==> src/rtl/au_pkg.sv <==
package au_pkg;

  // Thread and register file geometry, fixed by the operation encoding
  localparam int num_slices = 4;
  localparam int au_latency = 2;

  typedef logic [1:0]  slice_t;
  typedef logic [3:0]  reg_addr_t;
  typedef logic [31:0] word_t;
  typedef logic [14:0] au_op_t;
  typedef logic [7:0]  wb_addr_t;

  // Class code as formed from op[14:12], with op[12] forced low when op[14] is set
  typedef enum logic [2:0] {
    cls_long  = 3'b000,
    cls_short = 3'b001,
    cls_bitop = 3'b010,
    cls_addi  = 3'b011,
    cls_cmpi  = 3'b100,
    cls_ldi   = 3'b110
  } op_class_e;

  // Short form only reaches codes 0 to 7
  typedef enum logic [3:0] {
    cmd_or  = 4'h0,
    cmd_and = 4'h1,
    cmd_xor = 4'h2,
    cmd_add = 4'h3,
    cmd_sub = 4'h4,
    cmd_mov = 4'h8,
    cmd_not = 4'h9,
    cmd_neg = 4'hA,
    cmd_cmp = 4'hB
  } tworeg_cmd_e;

  typedef enum logic [2:0] {
    bit_set  = 3'd0,
    bit_clr  = 3'd1,
    bit_tst  = 3'd2,
    bit_shl  = 3'd4,
    bit_shr  = 3'd5,
    bit_asr  = 3'd6,
    bit_sext = 3'd7
  } bitop_cmd_e;

  typedef struct packed {
    logic ovfl;
    logic neg;
    logic zero;
  } au_flags_t;

  // Host word address map
  localparam wb_addr_t slot_base = 8'h00;
  localparam wb_addr_t reg_base  = 8'h40;
  localparam wb_addr_t flag_base = 8'h80;

endpackage

==> src/rtl/au_issue.sv <==
`timescale 1ns/10ps

module au_issue
(
  input  logic           CLK,
  input  logic           RST,
  input  logic           slot_wr,
  input  au_pkg::slice_t slot_idx,
  input  au_pkg::au_op_t slot_op,
  output logic [3:0]     slot_busy,
  output au_pkg::slice_t slice,
  output logic           op_vld,
  output au_pkg::au_op_t op
);

  au_pkg::slice_t cnt;
  logic [3:0]     pending;
  au_pkg::au_op_t slot_mem [au_pkg::num_slices];
  logic           slot_take;

  // A full slot ignores the write, the host holds it off
  assign slot_take = slot_wr && !pending[slot_idx];

  always_ff @(posedge CLK or posedge RST)
  begin
    if (RST)
    begin
      cnt     <= '0;
      pending <= '0;
    end
    else
    begin
      cnt <= cnt + 2'd1;
      // Issue and post never hit the same slot in one cycle
      if (op_vld)
        pending[cnt] <= 1'b0;
      if (slot_take)
        pending[slot_idx] <= 1'b1;
    end
  end

  always_ff @(posedge CLK)
  begin
    if (slot_take)
      slot_mem[slot_idx] <= slot_op;
  end

  assign slice     = cnt;
  assign op_vld    = pending[cnt];
  assign op        = slot_mem[cnt];
  assign slot_busy = pending;

endmodule

==> config.mk <==
export PLATFORM = sky130hd
export DESIGN_NAME = au_issue
export DESIGN_NICKNAME = d
export VERILOG_FILES = /design/src/rtl/au_pkg.sv /design/src/rtl/au_issue.sv
export SDC_FILE = /design/constraint.sdc
export NUM_CORES = 1
export LEC_CHECK = 0
export BUFFER_PORTS_ARGS = -buffer_cell sky130_fd_sc_hd__buf_2
export CORE_MARGIN = 3
export CORE_UTILIZATION = 50
export CTS_CLUSTER_SIZE = 28
export DETAILED_ROUTE_END_ITERATION = 16
export GPL_ROUTABILITY_DRIVEN = 1
export PLACE_DENSITY = 0.82
export SYNTH_ARGS = -nofsm -noshare
export SYNTH_HDL_FRONTEND = slang
export SYNTH_SLANG_ARGS = --single-unit
==> constraint.sdc <==
create_clock -name CLK -period 3 [get_ports CLK]
set_input_delay 0.45 -clock CLK [delete_from_list [all_inputs] [get_ports CLK]]
set_output_delay 0.45 -clock CLK [all_outputs]
set_load 0.01 [all_outputs]
==> impl_results.md, run 1 <==
* Critical Path Start Type: register
* Dpl hpwl at 2910 µm
* Clock latency at the later pin of the worst-skew pair at 330 ps
* Vias in the first global route at 1,356
* DR vias at 1,301
* Pwr dens at 589 nW/µm²
* Syn Nets at 141
* Fin util at 62.8%
* Slowest CP cell: dfrtp_1
* Min Tclk post-route at 2380 ps
* WP data required at 2550 ps
* Status: finished, final reports clean
* Vias per cell at 5.38
* Die area at 5990 µm²
* Antenna diodes at 0
* Share of layout cells above drive strength 1 at 41.7%
* Post-synthesis register bit count at 66
* Crit end category: output port
* P_leak at 1.11 nW
* FMAX at 420 MHz
* Iteration-0 DRC Markers at 60
* H-tree Lvls at 3
* Sw frac at 21.4%
* Pre-antenna DRT Iters at 4
* Initial Util at 52.9%
* Slew Limit Fails at 0
* Chip height at 77.4 µm
* Clock buffer count from CTS at 9
* Remaining antenna violation count at 0
* Reg clk slew, reported paths at 70 ps
* EDFF count, synth at 60
* Initial antenna violation count at 0
* Worst-margin pin slew at 943 ps
* Tcrit/Tclk final at 79.3%
* PnR Total Power at 1.78 mW
* CP Cell Sequence: inv_1 -> nand2_1 -> and2_1 -> buf_2
* Buffers on Ports at 41
* Peak VDD IR at 0.389 mV
* RSZ-0062 raised after global routing: false
* Worst Skew at 7.25 ps
* Comb pwr share at 6.6%
* I/O pin count at 42
* TritonCTS clock tree: built
* Seq/Total Area, Yosys at 76.6%
* Area Growth Syn to Fin at 18.7%
* CP max FO at 24
* DRC Markers at 0
* Final hold viol count at 0
* Max-cap viol count at 0
* First-pass GRT wire length at 6930 µm
* Power Internal at 1.40 mW
* Die Wd at 77.4 µm
* Rows at 25
* Worst Hold Class: input port to asynchronous set/reset pin
* Library cells used by synthesis at 24
* Net count, final at 194
* Ys Warns at 0
* Placeable Area at 4820 µm²
* Synthesized cell area at 2550 µm²
* Routability cong. at 0.831
* Largest net degree at the start of global routing at 25
* Grt total ovfl at 0
* Setup Buffers After CTS at 0
* WL/cell at 18.0 µm
* Post-DP Area at 2870 µm²
* Max stage delay on crit path at 960 ps
* Total GRT Usage at 16.2%
* Root Buffer Master: clkbuf_8
* Mapped Avg Cell Area at 21.8 µm²
* Drt total wl at 4350 µm
* Clock power frac at 33.1%
* CP top delay family: flip-flops
* Leading register cell type out of synthesis: edfxtp_1
* Post-CTS Hold Fix Bufs at 0
* NetSw at 0.381 mW
* FFs w/ async S/R, synth at 9.09%
* CTS Buffer Depth at 2
* Reg power frac at 60.3%
* CTS sink count at 66
* WP data arrival at 1930 ps
* Slew Limit Headroom at 37.1%
* Design area at 3030 µm²
* Fin Setup TNS at 0 ps
* Worst Path Buf+Inv at 2
* WS Path Type: register to output port
* Cts repair resizes at 0
* Synth Instances at 117
* Final setup viols at 0
==> power groups by stage <==
stage / Sequential, mW / Clock, mW / Combinational [mW]
after detailed placement: 1.09 / 0 / 0.119
after CTS: 1.08 / 0.603 / 0.120
after floorplan: 1.09 / 0 / 0.0520
after global routing: 1.08 / 0.646 / 0.130
after global placement: 1.09 / 0 / 0.114
final: 1.07 / 0.590 / 0.118
==> worst paths after layout <==
| check | slack (ps) | endpoint | startpoint | cells past startpoint |
|---|---|---|---|---|
| worst max-delay path | 620 | op_vld | slice[1] | 4 |
| worst min-delay path | 10 | slot_busy[3] | RST | 2 |
| worst max register to register | 1230 | slot_busy[0] | slice[1] | 4 |
| worst min register to register | 590 | slot_busy[3] | slot_busy[3] | 1 |
| max in group asynchronous | 2800 | slot_busy[0] | RST | 2 |
| min in group CLK | 330 | slot_mem[2][1] | slot_op[1] | 1 |
==> metal layers <==
layer | track usage (%) | wire length [µm] | up-vias
met5 | 0 | 0 | -
met4 | 8.01 | 76 | 0
met2 | 25.7 | 2260 | 52
met3 | 5.68 | 281 | 9
li1 | - | - | 590
met1 | 19.7 | 1740 | 650
==> area by class of cell <==
type,instances,area [µm²]
Multi-Input combinational cell,43,581
Clock buffer,15,146
Clock inverter,1,5.00
Timing Repair Buffer,46,243
Inverter,4,15.0
Fill cell,340,1790
Tap cell,67,83.8
Sequential cell,66,1950
==> logic make-up (layout without fill, tap and decap cells) <==
group           count (synthesis)  after routing  synth area share, %
flops                          66             66                 76.6
mux                            16             16                 14.1
simple gates                   14             14                 2.95
compound gates                  9              9                 2.70
buf+inv                         8             66                 1.72
fa+ha+maj                       4              4                 1.96
==> cells in the mapped netlist (all sizes together) (2+ instances only) <==
cell type | number | share of area, %
nor3b | 2 | 0.59
edfxtp | 60 | 71
buf | 4 | 1.1
dfrtp | 6 | 5.9
nand2 | 4 | 0.59
inv | 4 | 0.59
nor2 | 3 | 0.44
a41oi | 2 | 0.69
nor2b | 2 | 0.49
ha | 4 | 2.0
mux4 | 15 | 14
a31oi | 2 | 0.49
o311a | 2 | 0.79
==> sequential cells by signal (all words and copies together) (netlist names) <==
name	count
slot_mem	60
slot_busy	4
slice	2
==> metrics by stage <==
stage	hold slack (ps)	setup slack [ps]	instances
2_1_floorplan	241	556	117
3_3_place_gp	365	1050	226
3_5_place_dp	371	941	226
4_1_cts	5.92	574	242
5_1_grt	14.2	474	242
6_report	13.2	621	242
==> cell usage in the layout, fill, tap and decap left out <==
| master | netlist | final |
|---|---|---|
| a21oi_1 | 1 | 1 |
| a2bb2oi_1 | 1 | 1 |
| a31oi_1 | 2 | 2 |
| a41oi_1 | 2 | 2 |
| and2_1 | 1 | 1 |
| buf_2 | 2 | 41 |
| buf_4 | 1 | 5 |
| clkbuf_1 | 0 | 6 |
| clkbuf_8 | 0 | 9 |
| clkinv_2 | 0 | 1 |
| dfrtp_1 | 6 | 6 |
| edfxtp_1 | 60 | 60 |
| ha_1 | 4 | 4 |
| inv_1 | 3 | 3 |
| inv_2 | 1 | 1 |
| mux2i_1 | 1 | 1 |
| mux4_1 | 3 | 3 |
| mux4_2 | 12 | 12 |
| nand2_1 | 4 | 4 |
| nor2_1 | 3 | 3 |
| nor2b_1 | 2 | 1 |
| nor2b_2 | 0 | 1 |
| nor3_2 | 0 | 1 |
| nor3b_1 | 2 | 1 |
| nor3b_2 | 0 | 1 |
| nor4bb_4 | 0 | 1 |
| o21ai_1 | 1 | 1 |
| o311a_1 | 2 | 2 |
No activity file was read; power rests on OpenSTA's default activity.
==> run 2, diff against run 1 <==
--- a/config.mk
+++ b/config.mk
@@ -11,7 +11,7 @@
 export CTS_CLUSTER_SIZE = 28
 export DETAILED_ROUTE_END_ITERATION = 16
 export GPL_ROUTABILITY_DRIVEN = 1
-export PLACE_DENSITY = 0.82
+export PLACE_DENSITY = 0.85
 export SYNTH_ARGS = -nofsm -noshare
 export SYNTH_HDL_FRONTEND = slang
 export SYNTH_SLANG_ARGS = --single-unit
==> constraint.sdc (replaced) <==
create_clock -name CLK -period 2 [get_ports CLK]
set_input_delay 0.3 -clock CLK [delete_from_list [all_inputs] [get_ports CLK]]
set_output_delay 0.3 -clock CLK [all_outputs]
set_load 0.01 [all_outputs]
==> run 2 against run 1 <==
Core utilization increased by 2.4 points. Sequential power increased by 50%. Final area increased by 3.8%. Critical path type unchanged. Worst hold slack improved by 160 ps. Register-to-register slack got worse by 570 ps. Via count increased by 3.3%. Highest routed layer unchanged. Largest power group unchanged. Die area unchanged.
==> impl_results.md, run 2 (same netlist as run 1, synthesis figures left out) <==
* Status: finished, final reports clean
* First-pass GRT wire length at 7390 µm (+6.6%)
* Reg clk slew, reported paths at 70 ps (about the same)
* Most frequent cells in the layout: edfxtp_1 (60), buf_2 (41), mux4_2 (12)
* Vias in the first global route at 1,463 (+7.9%)
* Worst-margin pin slew at 328 ps (-615 ps)
* Slew Limit Headroom at 78.1% (+41 points)
* CTS sink count at 66 (unchanged)
* CP top delay family: multiplexers
* Number of cells on the worst reg-to-reg path at 3 (-1)
* Rows at 25 (unchanged)
* DR vias at 1,344 (+3.3%)
* Stages on the worst setup path at 4 (unchanged)
* WS Path Type: register to output port
* CP max FO at 6 (-75%)
* Max-cap viol count at 0 (unchanged)
* WL/cell at 18.4 µm (+2.1%)
* Crit end category: output port
* P_leak at 1.17 nW (+5.1%)
* Largest net degree at the start of global routing at 16 (-36%)
* Max stage delay on crit path at 490 ps (-470 ps)
* Slew Limit Fails at 0 (unchanged)
* Critical Path Start Type: register
* Die Wd at 77.4 µm (unchanged)
* Dpl hpwl at 2980 µm (+2.5%)
* Worst setup margin at 61.7 ps (-559 ps)
* Slowest CP cell: mux4_2
* Initial Util at 52.9% (unchanged)
* Chip height at 77.4 µm (unchanged)
* Pre-CTS WS at 370 ps (-570 ps)
* TritonCTS clock tree: built
* Grt total ovfl at 0 (unchanged)
* Fillcell total at 341 (+0.29%)
* Final Non-Filler Cells at 249 (+2.9%)
* DRC Markers at 0 (unchanged)
* Hold WS at 177 ps (+164 ps)
* WP data arrival at 1640 ps (-290 ps)
* Drt total wl at 4570 µm (+5.1%)
* H-tree Lvls at 3 (unchanged)
* Total GRT Usage at 16.7% (+0.53 points)
* Final setup viols at 0 (unchanged)
* CTS Buffer Depth at 2 (unchanged)
* Remaining antenna violation count at 0 (unchanged)
* Largest reg by FF count: slot_mem
* Tcrit/Tclk final at 96.9%
* Critical Path End: op[9]
* Root Buffer Master: clkbuf_8
* Net count, final at 201 (+3.6%)
* Dpl cells at 230 (+1.8%)
* Worst Path Buf+Inv at 3 (+1)
* CP Cell Sequence: buf_4 -> clkbuf_16 -> mux4_2 -> buf_2
* Vias per cell at 5.40 (+0.40%)
* Antenna diodes at 0 (unchanged)
* Most common cell after layout, fill and taps aside: edfxtp_1
* Critical Path Start: slice[0]
* Die area at 5990 µm² (unchanged)
* FMAX at 516 MHz
* Pre-antenna DRT Iters at 4 (unchanged)
* Share of layout cells above drive strength 1 at 45.6% (+3.9 points)
* Iteration-0 DRC Markers at 57 (-5.0%)
* Reg-to-Reg Start: slice[1]
* Register-to-register setup slack at 660 ps (-570 ps)
* Worst Hold Class: input port to register
* Min Tclk post-route at 1940 ps
* WP data required at 1700 ps (-850 ps)
* Hold path start: slot_op[2]
* Worst flop-to-flop path endpoint: slot_busy[1]
* Max reg flops at 60 (unchanged)
* Pwr dens at 900 nW/µm² (+53%)
* Final hold viol count at 0 (unchanged)
* Fin util at 65.2% (+2.4 points)
* Placeable Area at 4820 µm² (unchanged)
* Buffers on Ports at 41 (unchanged)
* Clock latency at the later pin of the worst-skew pair at 330 ps (about the same)
* Worst Skew at 5.44 ps (-1.81 ps)
* Peak VDD IR at 0.646 mV (+66%)
* Initial antenna violation count at 0 (unchanged)
* Area Growth Syn to Fin at 23.2%
* Clock buffer count from CTS at 9 (unchanged)
* I/O pin count at 42 (unchanged)
* Routability cong. at 0.680 (-18%)
## run 2: how the worst min path moves through the flow
stage | end | slack [ps] | cells after the start
floorplan | slice[0] | 90 | 1
global placement | slot_busy[3] | 220 | 2
detailed placement | slot_busy[3] | 220 | 2
CTS | slot_mem[0][10] | 160 | 1
global route | slot_mem[3][1] | 170 | 1
finish | slot_mem[3][2] | 180 | 1
## run 2: area by class of cell
cell class	instances	area, µm²	area share, %
multi-input combinational	43	581	18.5
clock buffer	10	128	4.06
sequential	66	1950	62.2
inverter	4	15.0	0.478
timing repair buffer	53	323	10.3
tap	67	83.8	2.67
clock inverter	6	57.6	1.83
## run 2: metrics by stage
step | total power [mW] | TNS (ps) | cell area [µm²]
5_1_grt | 2.94 | -3.78 | 3140
6_report | 2.83 | 0 | 3140
2_1_floorplan | 1.72 | 0 | 2560
3_3_place_gp | 1.81 | 0 | 2900
4_1_cts | 2.85 | 0 | 3100
3_5_place_dp | 1.82 | 0 | 2900
## run 2: repair_timing
item | 4_1_cts | 5_1_grt
endpoints found under the setup margin | 1 | 2
hold endpoints to repair | 6 | 0
cloned | 0 | 1
setup buffers | 0 | 1
resized for setup | 1 | 2
hold buffers | 1 | 0
## run 2: report_power, final
group / switching, mW / total (mW) / internal (mW)
sequential: 0.0407 / 1.61 / 1.57
combinational: 0.101 / 0.182 / 0.0805
clock: 0.466 / 1.03 / 0.564
## run 2: metal layers
| metal | GRT usage, % | wire length [µm] | vias to the layer above |
|---|---|---|---|
| met5 | 0 | 0 | - |
| met4 | 6.23 | 63 | 0 |
| met3 | 7.42 | 292 | 9 |
| met2 | 27.5 | 2400 | 49 |
| met1 | 19.3 | 1820 | 679 |
| li1 | - | - | 607 |
==> run 3, diff against run 2 <==
--- a/config.mk
+++ b/config.mk
@@ -5,7 +5,7 @@
 export SDC_FILE = /design/constraint.sdc
 export NUM_CORES = 1
 export LEC_CHECK = 0
-export BUFFER_PORTS_ARGS = -buffer_cell sky130_fd_sc_hd__buf_2
+export BUFFER_PORTS_ARGS = -buffer_cell sky130_fd_sc_hd__buf_4
 export CORE_MARGIN = 3
 export CORE_UTILIZATION = 50
 export CTS_CLUSTER_SIZE = 28
==> run 3 against run 2 <==
Sequential share of layout area shrank 3.4 points. Count of clock-buffer cells in the layout grew 2. Cell count is the same. Non-clock buffer count is the same. Core utilization grew 3.7 points. Register-to-register slack lost 30 ps. Clock skew grew 2.4 ps. Wire length shrank 4.7%. Global-route usage shrank 0.76 points. Maximum frequency grew 1.0%. Setup slack gained 20 ps.
==> impl_results.md, run 3 (same netlist as run 1, synthesis figures left out) <==
* Largest reg by FF count: slot_mem
* Clock latency at the later pin of the worst-skew pair at 330 ps (about the same)
* Drt total wl at 4360 µm (-4.7%)
* Net count, final at 201 (unchanged)
* I/O pin count at 42 (unchanged)
* Critical Path Start Type: register
* WL/cell at 17.5 µm (-4.7%)
* Total GRT Usage at 15.9% (-0.76 points)
* Worst setup margin at 81.8 ps (+20.1 ps)
* CP max FO at 5 (-1)
* Max reg flops at 60 (unchanged)
* CTS Buffer Depth at 2 (unchanged)
* Vias in the first global route at 1,377 (-5.9%)
* Initial Util at 52.9% (unchanged)
* Power Internal at 2.74 mW (+23%)
* Die area at 5990 µm² (unchanged)
* First-pass GRT wire length at 6980 µm (-5.5%)
* Final hold viol count at 0 (unchanged)
* CTS sink count at 66 (unchanged)
* Largest net degree at the start of global routing at 16 (unchanged)
* Number of cells on the worst reg-to-reg path at 2 (-1)
* Fin util at 68.9% (+3.7 points)
* DRC Markers at 0 (unchanged)
* Die Wd at 77.4 µm (unchanged)
* Placeable Area at 4820 µm² (unchanged)
* WS Path Type: register to output port
* WP data required at 1700 ps (about the same)
* Initial antenna violation count at 0 (unchanged)
* Min Tclk post-route at 1920 ps (-20.1 ps)
* Hold path start: slot_op[10]
* Clock buffer count from CTS at 9 (unchanged)
* Peak VDD IR at 0.767 mV (+19%)
* Grt total ovfl at 0 (unchanged)
* Most frequent cells in the layout: edfxtp_1 (60), buf_4 (51), mux4_2 (13)
* Critical Path Start: slice[0]
* Iteration-0 DRC Markers at 65 (+14%)
* Reg power frac at 48.4% (-8.7 points)
* Buffers on Ports at 41 (unchanged)
* DR vias at 1,311 (-2.5%)
* Crit end category: output port
* Fin Setup TNS at 0 ps (unchanged)
* Antenna diodes at 0 (unchanged)
* Dpl hpwl at 2960 µm (-0.83%)
* Slew Limit Fails at 0 (unchanged)
* WP data arrival at 1620 ps (-20 ps)
* WHS Path Cells at 1 (unchanged)
* Tcrit/Tclk final at 95.9% (-1.0 points)
* Register-to-register setup slack at 630 ps (-30 ps)
* Most common cell after layout, fill and taps aside: edfxtp_1
* Worst-margin pin slew at 294 ps (-33.4 ps)
* PnR Total Power at 3.34 mW (+18%)
* RSZ-0062 raised after global routing: false
* TritonCTS clock tree: built
* H-tree Lvls at 3 (unchanged)
* Remaining antenna violation count at 0 (unchanged)
* Routability cong. at 0.723 (+6.4%)
* Slew Limit Headroom at 80.4% (+2.3 points)
* Status: finished, final reports clean
* Max-cap viol count at 0 (unchanged)
* Pre-antenna DRT Iters at 4 (unchanged)
* Clock power frac at 45.5% (+9.0 points)
* Pre-CTS WS at 368 ps (-2.73 ps)
* Reg-to-Reg Start: slot_busy[2]
* Final setup viols at 0 (unchanged)
* Vias per cell at 5.27 (-2.5%)
* Pwr dens at 1010 nW/µm² (+12%)
* Root Buffer Master: clkbuf_8
* FMAX at 521 MHz (+1.0%)
* Chip height at 77.4 µm (unchanged)
* Worst Skew at 7.83 ps (+2.39 ps)
* Worst Hold Class: input port to register
* P_leak at 1.24 nW (+6.4%)
* Share of layout cells above drive strength 1 at 47.8% (+2.2 points)
* Reg clk slew, reported paths at 70 ps (about the same)
* Fillcell total at 317 (-7.0%)
* Comb pwr share at 6.2% (-0.2 points)
* NetSw at 0.605 mW (-0.55%)
* Rows at 25 (unchanged)
* Area Growth Syn to Fin at 30.2%
* Sw frac at 18.1% (-3.4 points)
## run 3: repair_timing
item,CTS,global route
setup endpoints to repair,1,1
hold buffers,1,0
gates resized for setup,1,2
hold endpoints to repair,6,0
buffers inserted,0,2
## run 3: worst max-delay path: stages (launching register included)
cell	delay (ps)
dfrtp_1	380
buf_4	180
mux4_1	560
buf_4	160
## run 3: power groups by stage
stage	combinational, mW	sequential (mW)	clock, mW
6_report	0.206	1.62	1.52
5_1_grt	0.224	1.62	1.61
4_1_cts	0.209	1.61	1.55
3_5_place_dp	0.207	1.64	0
3_3_place_gp	0.200	1.64	0
2_1_floorplan	0.0796	1.64	0
## run 3: area by class of cell
type | instances | area (µm²) | share of cell area [%]
Clock buffer | 12 | 165 | 4.98
Clock inverter | 4 | 120 | 3.62
Inverter | 4 | 15.0 | 0.452
Multi-Input combinational cell | 43 | 579 | 17.5
Sequential cell | 66 | 1950 | 58.8
Tap cell | 67 | 83.8 | 2.53
Timing Repair Buffer | 53 | 404 | 12.2
## run 3: path summary, 6_finish.rpt
path	to
max reg2reg	slot_mem[2][0]
min reg2reg	slot_busy[3]
min	slot_mem[0][10]
max	op[0]
min in group asynchronous	slot_busy[1]
max in group asynchronous	slice[1]
## run 3: stage by stage
step,hold WS (ps),cells,cell area (µm²)
after CTS,143,247,3310
final,167,249,3320
after floorplan,91.0,117,2560
after global routing,148,249,3320
after detailed placement,244,230,3010
after global placement,238,230,3010
## run 3: per-layer routing
layer  share of wire [%]  GRT usage, %  vias up
met4                0.96          5.34        0
li1                    -             -      603
met5                   0             0        -
met2                  52          25.6       38
met1                  42          19.4      666
met3                 5.3          6.96        4
